==> src/issue_settings.svh <==
`ifndef ISSUE_SETTINGS_SVH
`define ISSUE_SETTINGS_SVH

// ----------------------------------------
// Architectural sizes
// ----------------------------------------

// Integer data path width
`define ISS_XLEN 32
// Integer register count
`define ISS_NR_REGS 32
`define ISS_REG_ADDR_W 5

// ----------------------------------------
// Scoreboard sizes
// ----------------------------------------

// In-flight instruction slots as a power of two
`define ISS_NR_SB_ENTRIES 4
`define ISS_TRANS_ID_W 2

// Raw immediate width before sign extension
`define ISS_IMM_W 12

`endif
==> src/sb_pkg.sv <==
`include "issue_settings.svh"

package sb_pkg;

  // Scoreboard slot index
  // Doubles as the transaction id seen by the functional units
  // and as the head, issue and tail pointers inside the buffer
  typedef logic [`ISS_TRANS_ID_W-1:0] trans_id_t;

endpackage

==> src/isa_pkg.sv <==
`include "issue_settings.svh"

package isa_pkg;

  // Register index
  typedef logic [`ISS_REG_ADDR_W-1:0] reg_addr_t;

  // Integer data word
  typedef logic [`ISS_XLEN-1:0] xlen_t;

  // Source immediate that is sign extended at operand read
  typedef logic [`ISS_IMM_W-1:0] imm_t;

  // Target functional unit
  typedef enum logic [1:0] {
    FU_NONE = 2'd0,
    FU_ALU  = 2'd1,
    FU_MULT = 2'd2,
    FU_LSU  = 2'd3
  } fu_t;

  // Operation within the target unit
  typedef enum logic [2:0] {
    OP_ADD   = 3'd0,
    OP_SUB   = 3'd1,
    OP_AND   = 3'd2,
    OP_OR    = 3'd3,
    OP_MUL   = 3'd4,
    OP_LOAD  = 3'd5,
    OP_STORE = 3'd6
  } op_t;

endpackage

==> src/issue_stage.sv <==
`timescale 1ns/1ps

module issue_stage (
  input  logic               clk_i,
  input  logic               rst_i,
  input  logic               flush_i,
  input  logic               flush_unissued_instr_i,
  // Decode handshake
  input  logic               decoded_valid_i,
  input  isa_pkg::fu_t       decoded_fu_i,
  input  isa_pkg::op_t       decoded_op_i,
  input  isa_pkg::reg_addr_t decoded_rd_i,
  input  isa_pkg::reg_addr_t decoded_rs1_i,
  input  isa_pkg::reg_addr_t decoded_rs2_i,
  input  logic               decoded_use_imm_i,
  input  isa_pkg::imm_t      decoded_imm_i,
  output logic               decoded_ack_o,
  // Performance
  output logic               sb_full_o,
  output logic               stall_issue_o,
  // Functional units
  input  logic               flu_ready_i,
  input  logic               lsu_ready_i,
  output logic               alu_valid_o,
  output logic               mult_valid_o,
  output logic               lsu_valid_o,
  output isa_pkg::op_t       op_o,
  output isa_pkg::xlen_t     operand_a_o,
  output isa_pkg::xlen_t     operand_b_o,
  output sb_pkg::trans_id_t  trans_id_o,
  // Writeback
  input  logic               wb_valid_i,
  input  sb_pkg::trans_id_t  wb_trans_id_i,
  input  isa_pkg::xlen_t     wb_data_i,
  // Commit
  output logic               commit_valid_o,
  output isa_pkg::reg_addr_t commit_rd_o,
  output isa_pkg::xlen_t     commit_data_o,
  output sb_pkg::trans_id_t  commit_trans_id_o,
  input  logic               commit_ack_i,
  input  logic               we_i,
  input  isa_pkg::reg_addr_t waddr_i,
  input  isa_pkg::xlen_t     wdata_i
);
  import isa_pkg::*;
  import sb_pkg::*;

  // ----------------------------------------
  // Scoreboard to issue wires
  // ----------------------------------------

  logic      issue_valid_sb_iro;
  fu_t       issue_fu_sb_iro;
  op_t       issue_op_sb_iro;
  reg_addr_t issue_rs1_sb_iro;
  reg_addr_t issue_rs2_sb_iro;
  logic      issue_use_imm_sb_iro;
  imm_t      issue_imm_sb_iro;
  trans_id_t issue_trans_id_sb_iro;
  logic      issue_ack_iro_sb;

  // Lookup request and answer
  reg_addr_t rs1_iro_sb;
  reg_addr_t rs2_iro_sb;
  logic      rs1_clobbered_sb_iro;
  logic      rs1_fwd_valid_sb_iro;
  xlen_t     rs1_fwd_data_sb_iro;
  logic      rs2_clobbered_sb_iro;
  logic      rs2_fwd_valid_sb_iro;
  xlen_t     rs2_fwd_data_sb_iro;

  scoreboard i_scoreboard (
    .clk_i             (clk_i),
    .rst_i             (rst_i),
    .flush_i           (flush_i),
    .flush_unissued_i  (flush_unissued_instr_i),
    .decoded_valid_i   (decoded_valid_i),
    .decoded_fu_i      (decoded_fu_i),
    .decoded_op_i      (decoded_op_i),
    .decoded_rd_i      (decoded_rd_i),
    .decoded_rs1_i     (decoded_rs1_i),
    .decoded_rs2_i     (decoded_rs2_i),
    .decoded_use_imm_i (decoded_use_imm_i),
    .decoded_imm_i     (decoded_imm_i),
    .decoded_ack_o     (decoded_ack_o),
    .sb_full_o         (sb_full_o),
    .issue_valid_o     (issue_valid_sb_iro),
    .issue_fu_o        (issue_fu_sb_iro),
    .issue_op_o        (issue_op_sb_iro),
    // Destination is not needed for operand read
    .issue_rd_o        (),
    .issue_rs1_o       (issue_rs1_sb_iro),
    .issue_rs2_o       (issue_rs2_sb_iro),
    .issue_use_imm_o   (issue_use_imm_sb_iro),
    .issue_imm_o       (issue_imm_sb_iro),
    .issue_trans_id_o  (issue_trans_id_sb_iro),
    .issue_ack_i       (issue_ack_iro_sb),
    .rs1_i             (rs1_iro_sb),
    .rs2_i             (rs2_iro_sb),
    .rs1_clobbered_o   (rs1_clobbered_sb_iro),
    .rs1_fwd_valid_o   (rs1_fwd_valid_sb_iro),
    .rs1_fwd_data_o    (rs1_fwd_data_sb_iro),
    .rs2_clobbered_o   (rs2_clobbered_sb_iro),
    .rs2_fwd_valid_o   (rs2_fwd_valid_sb_iro),
    .rs2_fwd_data_o    (rs2_fwd_data_sb_iro),
    .wb_valid_i        (wb_valid_i),
    .wb_trans_id_i     (wb_trans_id_i),
    .wb_data_i         (wb_data_i),
    .commit_valid_o    (commit_valid_o),
    .commit_rd_o       (commit_rd_o),
    .commit_data_o     (commit_data_o),
    .commit_trans_id_o (commit_trans_id_o),
    .commit_ack_i      (commit_ack_i)
  );

  // Full flush also drops the pending dispatch pulse
  issue_read_operands i_issue_read_operands (
    .clk_i            (clk_i),
    .rst_i            (rst_i),
    .flush_i          (flush_i),
    .issue_valid_i    (issue_valid_sb_iro),
    .issue_fu_i       (issue_fu_sb_iro),
    .issue_op_i       (issue_op_sb_iro),
    .issue_rs1_i      (issue_rs1_sb_iro),
    .issue_rs2_i      (issue_rs2_sb_iro),
    .issue_use_imm_i  (issue_use_imm_sb_iro),
    .issue_imm_i      (issue_imm_sb_iro),
    .issue_trans_id_i (issue_trans_id_sb_iro),
    .issue_ack_o      (issue_ack_iro_sb),
    .rs1_o            (rs1_iro_sb),
    .rs2_o            (rs2_iro_sb),
    .rs1_clobbered_i  (rs1_clobbered_sb_iro),
    .rs1_fwd_valid_i  (rs1_fwd_valid_sb_iro),
    .rs1_fwd_data_i   (rs1_fwd_data_sb_iro),
    .rs2_clobbered_i  (rs2_clobbered_sb_iro),
    .rs2_fwd_valid_i  (rs2_fwd_valid_sb_iro),
    .rs2_fwd_data_i   (rs2_fwd_data_sb_iro),
    .flu_ready_i      (flu_ready_i),
    .lsu_ready_i      (lsu_ready_i),
    .alu_valid_o      (alu_valid_o),
    .mult_valid_o     (mult_valid_o),
    .lsu_valid_o      (lsu_valid_o),
    .op_o             (op_o),
    .operand_a_o      (operand_a_o),
    .operand_b_o      (operand_b_o),
    .trans_id_o       (trans_id_o),
    .stall_issue_o    (stall_issue_o),
    .we_i             (we_i),
    .waddr_i          (waddr_i),
    .wdata_i          (wdata_i)
  );

endmodule

==> src/issue_read_operands.sv <==
`timescale 1ns/1ps
`include "issue_settings.svh"

module issue_read_operands (
  input  logic               clk_i,
  input  logic               rst_i,
  input  logic               flush_i,
  // Entry offered by the scoreboard
  input  logic               issue_valid_i,
  input  isa_pkg::fu_t       issue_fu_i,
  input  isa_pkg::op_t       issue_op_i,
  input  isa_pkg::reg_addr_t issue_rs1_i,
  input  isa_pkg::reg_addr_t issue_rs2_i,
  input  logic               issue_use_imm_i,
  input  isa_pkg::imm_t      issue_imm_i,
  input  sb_pkg::trans_id_t  issue_trans_id_i,
  output logic               issue_ack_o,
  // Operand lookup in the scoreboard
  output isa_pkg::reg_addr_t rs1_o,
  output isa_pkg::reg_addr_t rs2_o,
  input  logic               rs1_clobbered_i,
  input  logic               rs1_fwd_valid_i,
  input  isa_pkg::xlen_t     rs1_fwd_data_i,
  input  logic               rs2_clobbered_i,
  input  logic               rs2_fwd_valid_i,
  input  isa_pkg::xlen_t     rs2_fwd_data_i,
  // Functional units
  input  logic               flu_ready_i,
  input  logic               lsu_ready_i,
  output logic               alu_valid_o,
  output logic               mult_valid_o,
  output logic               lsu_valid_o,
  output isa_pkg::op_t       op_o,
  output isa_pkg::xlen_t     operand_a_o,
  output isa_pkg::xlen_t     operand_b_o,
  output sb_pkg::trans_id_t  trans_id_o,
  output logic               stall_issue_o,
  // Register file write from commit
  input  logic               we_i,
  input  isa_pkg::reg_addr_t waddr_i,
  input  isa_pkg::xlen_t     wdata_i
);
  import isa_pkg::*;

  xlen_t rf_a;
  xlen_t rf_b;
  xlen_t imm_sext;
  xlen_t operand_a;
  xlen_t operand_b;
  logic  raw_hazard;
  logic  fu_ready;

  // ----------------------------------------
  // Operand read
  // ----------------------------------------

  assign rs1_o = issue_rs1_i;
  assign rs2_o = issue_rs2_i;

  regfile i_regfile (
    .clk_i     (clk_i),
    .rst_i     (rst_i),
    .raddr_a_i (issue_rs1_i),
    .raddr_b_i (issue_rs2_i),
    .rdata_a_o (rf_a),
    .rdata_b_o (rf_b),
    .we_i      (we_i),
    .waddr_i   (waddr_i),
    .wdata_i   (wdata_i)
  );

  assign imm_sext = {{(`ISS_XLEN-`ISS_IMM_W){issue_imm_i[`ISS_IMM_W-1]}}, issue_imm_i};

  // Forwarded result wins over the register file when present
  assign operand_a = (rs1_clobbered_i && rs1_fwd_valid_i) ? rs1_fwd_data_i : rf_a;

  always_comb begin
    if (issue_use_imm_i) begin
      operand_b = imm_sext;
    end else if (rs2_clobbered_i && rs2_fwd_valid_i) begin
      operand_b = rs2_fwd_data_i;
    end else begin
      operand_b = rf_b;
    end
  end

  // ----------------------------------------
  // Hazard and unit readiness
  // ----------------------------------------

  // Producer in flight without its result yet
  assign raw_hazard = (rs1_clobbered_i & ~rs1_fwd_valid_i)
                      | (rs2_clobbered_i & ~rs2_fwd_valid_i);

  // ALU and multiplier share the fixed latency ready
  always_comb begin
    case (issue_fu_i)
      FU_ALU,
      FU_MULT: fu_ready = flu_ready_i;
      FU_LSU:  fu_ready = lsu_ready_i;
      default: fu_ready = 1'b1;
    endcase
  end

  assign issue_ack_o   = issue_valid_i & ~raw_hazard & fu_ready;
  assign stall_issue_o = issue_valid_i & ~issue_ack_o;

  // ----------------------------------------
  // Registered dispatch
  // ----------------------------------------

  // One cycle valid pulse per issued entry
  always_ff @(posedge clk_i) begin
    if (rst_i || flush_i) begin
      alu_valid_o  <= 1'b0;
      mult_valid_o <= 1'b0;
      lsu_valid_o  <= 1'b0;
    end else begin
      alu_valid_o  <= issue_ack_o && issue_fu_i == FU_ALU;
      mult_valid_o <= issue_ack_o && issue_fu_i == FU_MULT;
      lsu_valid_o  <= issue_ack_o && issue_fu_i == FU_LSU;
    end
  end

  // Operands held until the next issue
  always_ff @(posedge clk_i) begin
    if (issue_ack_o) begin
      op_o        <= issue_op_i;
      operand_a_o <= operand_a;
      operand_b_o <= operand_b;
      trans_id_o  <= issue_trans_id_i;
    end
  end

endmodule

==> src/scoreboard.sv <==
`timescale 1ns/1ps
`include "issue_settings.svh"

module scoreboard (
  input  logic               clk_i,
  input  logic               rst_i,
  input  logic               flush_i,
  input  logic               flush_unissued_i,
  // Decode side
  input  logic               decoded_valid_i,
  input  isa_pkg::fu_t       decoded_fu_i,
  input  isa_pkg::op_t       decoded_op_i,
  input  isa_pkg::reg_addr_t decoded_rd_i,
  input  isa_pkg::reg_addr_t decoded_rs1_i,
  input  isa_pkg::reg_addr_t decoded_rs2_i,
  input  logic               decoded_use_imm_i,
  input  isa_pkg::imm_t      decoded_imm_i,
  output logic               decoded_ack_o,
  output logic               sb_full_o,
  // Oldest unissued entry
  output logic               issue_valid_o,
  output isa_pkg::fu_t       issue_fu_o,
  output isa_pkg::op_t       issue_op_o,
  output isa_pkg::reg_addr_t issue_rd_o,
  output isa_pkg::reg_addr_t issue_rs1_o,
  output isa_pkg::reg_addr_t issue_rs2_o,
  output logic               issue_use_imm_o,
  output isa_pkg::imm_t      issue_imm_o,
  output sb_pkg::trans_id_t  issue_trans_id_o,
  input  logic               issue_ack_i,
  // Operand lookup
  input  isa_pkg::reg_addr_t rs1_i,
  input  isa_pkg::reg_addr_t rs2_i,
  output logic               rs1_clobbered_o,
  output logic               rs1_fwd_valid_o,
  output isa_pkg::xlen_t     rs1_fwd_data_o,
  output logic               rs2_clobbered_o,
  output logic               rs2_fwd_valid_o,
  output isa_pkg::xlen_t     rs2_fwd_data_o,
  // Writeback from the functional units
  input  logic               wb_valid_i,
  input  sb_pkg::trans_id_t  wb_trans_id_i,
  input  isa_pkg::xlen_t     wb_data_i,
  // Commit head
  output logic               commit_valid_o,
  output isa_pkg::reg_addr_t commit_rd_o,
  output isa_pkg::xlen_t     commit_data_o,
  output sb_pkg::trans_id_t  commit_trans_id_o,
  input  logic               commit_ack_i
);
  import isa_pkg::*;
  import sb_pkg::*;

  // Per-slot state bits
  logic [`ISS_NR_SB_ENTRIES-1:0] valid_q;
  logic [`ISS_NR_SB_ENTRIES-1:0] issued_q;
  logic [`ISS_NR_SB_ENTRIES-1:0] res_valid_q;

  // Per-slot payload
  fu_t       fu_q      [`ISS_NR_SB_ENTRIES];
  op_t       op_q      [`ISS_NR_SB_ENTRIES];
  reg_addr_t rd_q      [`ISS_NR_SB_ENTRIES];
  reg_addr_t rs1_q     [`ISS_NR_SB_ENTRIES];
  reg_addr_t rs2_q     [`ISS_NR_SB_ENTRIES];
  logic      use_imm_q [`ISS_NR_SB_ENTRIES];
  imm_t      imm_q     [`ISS_NR_SB_ENTRIES];
  xlen_t     result_q  [`ISS_NR_SB_ENTRIES];

  // Oldest entry, oldest unissued entry, next free slot
  trans_id_t head_q;
  trans_id_t issue_q;
  trans_id_t tail_q;

  trans_id_t alloc_ptr;
  logic      full;
  logic      wb_hit;

  // ----------------------------------------
  // Decode acceptance
  // ----------------------------------------

  // Every slot occupied
  assign full          = &valid_q;
  assign sb_full_o     = full;
  assign decoded_ack_o = decoded_valid_i & ~full & ~flush_i;

  // An unissued-only flush frees the slots from the issue pointer on
  assign alloc_ptr = flush_unissued_i ? issue_q : tail_q;

  // ----------------------------------------
  // Issue port
  // ----------------------------------------

  // Nothing issues during a flush cycle
  assign issue_valid_o    = valid_q[issue_q] & ~issued_q[issue_q]
                            & ~flush_i & ~flush_unissued_i;
  assign issue_fu_o       = fu_q[issue_q];
  assign issue_op_o       = op_q[issue_q];
  assign issue_rd_o       = rd_q[issue_q];
  assign issue_rs1_o      = rs1_q[issue_q];
  assign issue_rs2_o      = rs2_q[issue_q];
  assign issue_use_imm_o  = use_imm_q[issue_q];
  assign issue_imm_o      = imm_q[issue_q];
  assign issue_trans_id_o = issue_q;

  // ----------------------------------------
  // Clobber search and forwarding
  // ----------------------------------------

  // Only issued entries are older than the one at the issue pointer
  // Walk oldest to youngest so the youngest match is kept
  function automatic void find_producer(
    input  reg_addr_t rs,
    output logic      clobbered,
    output logic      fwd_valid,
    output xlen_t     fwd_data
  );
    trans_id_t idx;
    clobbered = 1'b0;
    fwd_valid = 1'b0;
    fwd_data  = '0;
    for (int k = 0; k < `ISS_NR_SB_ENTRIES; k++) begin
      idx = head_q + trans_id_t'(k);
      if (valid_q[idx] && issued_q[idx] && rd_q[idx] == rs && rs != '0) begin
        clobbered = 1'b1;
        fwd_valid = res_valid_q[idx];
        fwd_data  = result_q[idx];
      end
    end
  endfunction

  always_comb begin
    find_producer(rs1_i, rs1_clobbered_o, rs1_fwd_valid_o, rs1_fwd_data_o);
    find_producer(rs2_i, rs2_clobbered_o, rs2_fwd_valid_o, rs2_fwd_data_o);
  end

  // ----------------------------------------
  // Writeback and commit head
  // ----------------------------------------

  // Late results for freed slots are dropped
  assign wb_hit = wb_valid_i & valid_q[wb_trans_id_i] & issued_q[wb_trans_id_i];

  assign commit_valid_o    = valid_q[head_q] & res_valid_q[head_q];
  assign commit_rd_o       = rd_q[head_q];
  assign commit_data_o     = result_q[head_q];
  assign commit_trans_id_o = head_q;

  // Slot state and pointers
  always_ff @(posedge clk_i) begin
    if (rst_i || flush_i) begin
      valid_q     <= '0;
      issued_q    <= '0;
      res_valid_q <= '0;
      head_q      <= '0;
      issue_q     <= '0;
      tail_q      <= '0;
    end else begin
      // Whole-vector clear first so the per-slot updates below win
      if (flush_unissued_i) begin
        valid_q <= valid_q & issued_q;
        tail_q  <= issue_q;
      end
      if (commit_valid_o && commit_ack_i) begin
        valid_q[head_q] <= 1'b0;
        head_q          <= head_q + trans_id_t'(1);
      end
      if (wb_hit) begin
        res_valid_q[wb_trans_id_i] <= 1'b1;
      end
      if (issue_valid_o && issue_ack_i) begin
        issued_q[issue_q] <= 1'b1;
        issue_q           <= issue_q + trans_id_t'(1);
      end
      // New entry at the tail
      if (decoded_ack_o) begin
        valid_q[alloc_ptr]     <= 1'b1;
        issued_q[alloc_ptr]    <= 1'b0;
        res_valid_q[alloc_ptr] <= 1'b0;
        tail_q                 <= alloc_ptr + trans_id_t'(1);
      end
    end
  end

  // Entry fields and results
  always_ff @(posedge clk_i) begin
    if (decoded_ack_o) begin
      fu_q[alloc_ptr]      <= decoded_fu_i;
      op_q[alloc_ptr]      <= decoded_op_i;
      rd_q[alloc_ptr]      <= decoded_rd_i;
      rs1_q[alloc_ptr]     <= decoded_rs1_i;
      rs2_q[alloc_ptr]     <= decoded_rs2_i;
      use_imm_q[alloc_ptr] <= decoded_use_imm_i;
      imm_q[alloc_ptr]     <= decoded_imm_i;
    end
    if (wb_hit) begin
      result_q[wb_trans_id_i] <= wb_data_i;
    end
  end

endmodule

==> src/regfile.sv <==
`timescale 1ns/1ps
`include "issue_settings.svh"

module regfile (
  input  logic               clk_i,
  input  logic               rst_i,
  // Read ports
  input  isa_pkg::reg_addr_t raddr_a_i,
  input  isa_pkg::reg_addr_t raddr_b_i,
  output isa_pkg::xlen_t     rdata_a_o,
  output isa_pkg::xlen_t     rdata_b_o,
  // Commit write port
  input  logic               we_i,
  input  isa_pkg::reg_addr_t waddr_i,
  input  isa_pkg::xlen_t     wdata_i
);
  import isa_pkg::*;

  xlen_t mem_q [`ISS_NR_REGS];

  // x0 is never written so it reads as zero
  always_ff @(posedge clk_i) begin
    if (rst_i) begin
      for (int i = 0; i < `ISS_NR_REGS; i++) begin
        mem_q[i] <= '0;
      end
    end else if (we_i && waddr_i != '0) begin
      mem_q[waddr_i] <= wdata_i;
    end
  end

  // Combinational reads
  assign rdata_a_o = mem_q[raddr_a_i];
  assign rdata_b_o = mem_q[raddr_b_i];

endmodule

==> config.mk <==
export PLATFORM = sky130hd
export DESIGN_NAME = issue_stage
export DESIGN_NICKNAME = d
export VERILOG_FILES = /design/src/sb_pkg.sv /design/src/isa_pkg.sv /design/src/issue_stage.sv /design/src/issue_read_operands.sv /design/src/scoreboard.sv /design/src/regfile.sv
export VERILOG_INCLUDE_DIRS = /design/src
export SDC_FILE = /design/constraint.sdc
export NUM_CORES = 2
export LEC_CHECK = 0
export BUFFER_PORTS_ARGS = -buffer_cell sky130_fd_sc_hd__buf_2
export CELL_PAD_IN_SITES_DETAIL_PLACEMENT = 1
export CELL_PAD_IN_SITES_GLOBAL_PLACEMENT = 2
export CORE_MARGIN = 10
export CORE_UTILIZATION = 50
export CTS_BUF_LIST = sky130_fd_sc_hd__clkbuf_8
export DETAILED_ROUTE_END_ITERATION = 16
export HOLD_SLACK_MARGIN = 0.1
export PLACE_DENSITY_LB_ADDON = 0.1
export SLEW_MARGIN = 20
export SYNTH_ARGS = -nofsm -noshare
export SYNTH_HDL_FRONTEND = slang
export SYNTH_SLANG_ARGS = --single-unit
==> constraint.sdc <==
create_clock -name clk_i -period 14.2 [get_ports clk_i]
set_clock_uncertainty 0.15 [all_clocks]
set_input_delay 2.13 -clock clk_i [delete_from_list [all_inputs] [get_ports clk_i]]
set_output_delay 2.13 -clock clk_i [all_outputs]
set_load 0.01 [all_outputs]
==> reports/metrics.yaml <==
outcome:
  outcome: "complete, no violations"
synthesis:
  synth-xor-area-share_pct: 0.486
  ys_ff_latch: 1378
  synth-warning-count: 0
  yosys.area_share.simple_pct: 12.8
  syn_inst: 5278
  syn_area_sq_um: 73600
  yosys.cell_types.count: 69
  synth_top_family_by_area: "multiplexers"
  synth_edf_count: 1353
  synth_flop_cell: "edfxtp_1"
  synth_seq_area_share_pct: 55.9
  synth_fa_ha_area_share_pct: 0.272
  synth-compound-area-share_pct: 7.17
  synth-async-reset-ratio_pct: 0
  synth_top_area_cell: "edfxtp_1"
  synthTopCellsByArea: "edfxtp_1 55%, mux4_2 16%, and2_1 9.0%"
  muxShareOfSynthArea_pct: 20.4
  synth_top_cell_area_share_pct: 55.2
  synth.avg_cell_area_sq_um: 13.9
setup_path:
  worstPathRequired_ns: 11.92
  reg2regPathDepth: 11
  cp-endpoint: "stall_issue_o"
  worstSetupStartpoint: "i_scoreboard.commit_trans_id_o[0]"
  critPathArrivalTime_ns: 6.05
  crit_path_end_kind: "primary output"
  r2r_slack_ns: 7.42
  cp_max_fo: 78
  critical_path_class: "reg2out"
  timing.rr.end: "i_issue_read_operands.operand_b_o[21]"
  startpoint_type: "register"
finish:
  layout_commonest_cell: "edfxtp_1"
  most-common-layout-cells: "1353 x edfxtp_1, 1051 x and2_1, 504 x mux4_2"
  area_delta_synth_final_pct: 9.98
  utilization_pct: 55.5
  drive_gt1_share_pct: 23.4
  nets: 5497
pwr:
  power.leakage_nw: 28.0
  cell_internal_pwr_mw: 6.57
  p_per_area_nw_per_um2: 111
  pwr-share-seq_pct: 52.6
  clockPowerShare_pct: 37.5
  comb_power_share_pct: 9.9
  p_sw_mw: 2.42
  ir_drop_v: 0.0000738
  swShare_pct: 26.9
route:
  drc_errors: 0
  antenna_left: 0
  drt-total-wl_um: 281000
  routedWlPerCell_um: 37.4
  first_pass_iters: 5
  initialDrtViolationCount: 6370
  viasPerCell: 6.80
  vias: 51000
floorplanning:
  die_area_sq_um: 163000
  row_count: 140
  die_y_um: 404
  coreArea_sq_um: 146000
  start_util_pct: 50.4
  ioPinCount: 229
  die_w_um: 404
clock_network:
  ctsResizeCount: 0
  clkTransAtPathRegs_ns: 0.06
  hold_buffers: 0
  cts_buffer_depth: 3
  clk_latency_ns: 1.02
  clockRootBuffer: "clkbuf_8"
  post_cts_buffers: 0
  clkSinkCount: 1378
  cts-htree-levels: 4
  cts_tree: "built"
  cts_inserted_buffers: 232
global_route:
  grt_max_degree: 100
  grt_pass1_wl_um: 393000
  antenna_found_initial: 49
  grt-ovfl-total: 0
  grt_usage_pct: 33.8
  grt_pass1_vias: 52400
timing:
  setup_slack_ns: 5.87
  max_freq_ghz: 0.120
  relSlewSlack_pct: 21.9
  period_needed_ns: 8.33
  hold_slack_ns: 0.349
  finalSetupTns_ns: 0
  grt_setup_unrepaired: "no"
  tightest_slew_ns: 1.17
  setup_violations: 0
  post-route-period-util_pct: 58.7
  finalMaxSlewViolations: 0
  hold_viol_final: 0
min_path:
  hp-class: "reg2reg"
place:
  place_ws_ns: 6.88
  dpl.hpwl_um: 162000
  port_buffers: 228
  place_congestion: 0.846
flow_run:
  cap_viol_max_count: 0
## sequential cells by signal, summed over array words and instances (netlist names), 3 cells and up, named ones only
signal / count
i_issue_read_operands.i_regfile.mem_q: 1024
i_issue_read_operands.op_o: 3
i_issue_read_operands.operand_a_o: 32
i_issue_read_operands.operand_b_o: 32
i_scoreboard.fu_q: 8
i_scoreboard.imm_q: 48
i_scoreboard.issued_q: 4
i_scoreboard.op_q: 12
i_scoreboard.rd_q: 20
i_scoreboard.res_valid_q: 4
i_scoreboard.result_q: 128
i_scoreboard.rs1_q: 20
i_scoreboard.rs2_q: 20
i_scoreboard.use_imm_q: 4
i_scoreboard.valid_q: 4
## how the worst min path moves through the flow
stage	from	endpoint	cells after the start
2_1_floorplan	i_scoreboard.res_valid_q[0]	i_scoreboard.res_valid_q[0]	1
3_3_place_gp	i_scoreboard.res_valid_q[3]	i_scoreboard.res_valid_q[3]	1
3_5_place_dp	i_scoreboard.res_valid_q[3]	i_scoreboard.res_valid_q[3]	1
4_1_cts	i_scoreboard.res_valid_q[3]	i_scoreboard.res_valid_q[3]	1
5_1_grt	i_scoreboard.res_valid_q[3]	i_scoreboard.res_valid_q[3]	1
6_report	i_scoreboard.res_valid_q[1]	i_scoreboard.res_valid_q[1]	1
## Yosys cell counts, types with 5 or more instances
cell,count
a211oi_1,77
a21oi_1,142
a221o_1,51
a221oi_1,84
a22oi_1,53
a311oi_1,33
a31o_1,20
a31oi_1,38
and2_1,1055
and3_1,10
buf_1,54
buf_2,73
buf_6,7
clkbuf_1,397
dfxtp_1,25
edfxtp_1,1353
ha_1,16
inv_1,11
mux2_2,35
mux2i_1,311
mux4_2,512
nand2_1,280
nand2b_1,6
nand3_1,52
nand4_1,5
nor2_1,201
nor2b_1,6
nor4_1,7
o211a_1,11
o211ai_1,24
o21a_1,8
o21ai_0,142
o21ai_1,5
o221a_2,11
o22ai_1,21
o311ai_0,10
o31a_1,10
or2_2,33
or3_1,13
xnor2_1,22
xor2_1,17
## through the flow
step / instance area [sq um] / std cells / total power, mW
6_report: 80900 / 7492 / 8.99
5_1_grt: 80900 / 7483 / 9.25
4_1_cts: 80900 / 7478 / 9.00
3_5_place_dp: 76600 / 7050 / 5.69
3_3_place_gp: 76600 / 7050 / 5.65
2_1_floorplan: 73700 / 5309 / 5.29
## power by group through the flow
stage                     Combinational [mW]  Clock (mW)  Sequential [mW]
after CTS                              0.874        3.40             4.73
after global routing                   0.925        3.58             4.75
final                                  0.891        3.37             4.73
after global placement                 0.858           0             4.80
after detailed placement               0.872           0             4.81
after floorplan                        0.517           0             4.78
## kinds of logic (layout without fill, tap and decap cells)
kind of cell | after synthesis | count (layout)
muxes | 858 | 858
adders and majority gates | 16 | 16
AOI/OAI and AO/OA | 749 | 749
and+or+nand+nor | 1691 | 1691
buffers and inverters | 545 | 797
DFF | 1378 | 1378
xor gates and xnor gates | 40 | 40
other | 1 | 46
## per-layer routing
| metal | vias to the layer above | GRT usage (%) | part of all wire, % |
|---|---|---|---|
| li1 | 20500 | - | - |
| met1 | 26600 | 43.9 | 37 |
| met2 | 3106 | 54.4 | 47 |
| met3 | 721 | 8.26 | 11 |
| met4 | 22 | 14.3 | 4.6 |
| met5 | - | 0 | 0.053 |
## area by class of cell
type                            instances  area (sq um)
Antenna cell                           14          35.0
Inverter                               12          47.5
Tap cell                             1917          2400
Fill cell                           14000         65000
Clock inverter                        193          1020
Timing Repair Buffer                  357          2210
Multi-Input combinational cell       3386         30900
Clock buffer                          235          3230
Sequential cell                      1378         41100
## worst max-delay path, cell delays in order, from the launching register on
cell and delay [ns]:
dfxtp_4 0.65, inv_1 0.21, ha_2 0.36, buf_4 0.70, mux4_2 0.46, xnor2_1 0.18
nand4_1 0.15, nor2_1 0.78, nor2_1 0.20, a221oi_4 0.30, buf_4 0.35, o221ai_4 0.23
inv_4 0.25, nor2_1 0.06, buf_2 0.14
No activity file was read; power rests on OpenSTA's default activity.
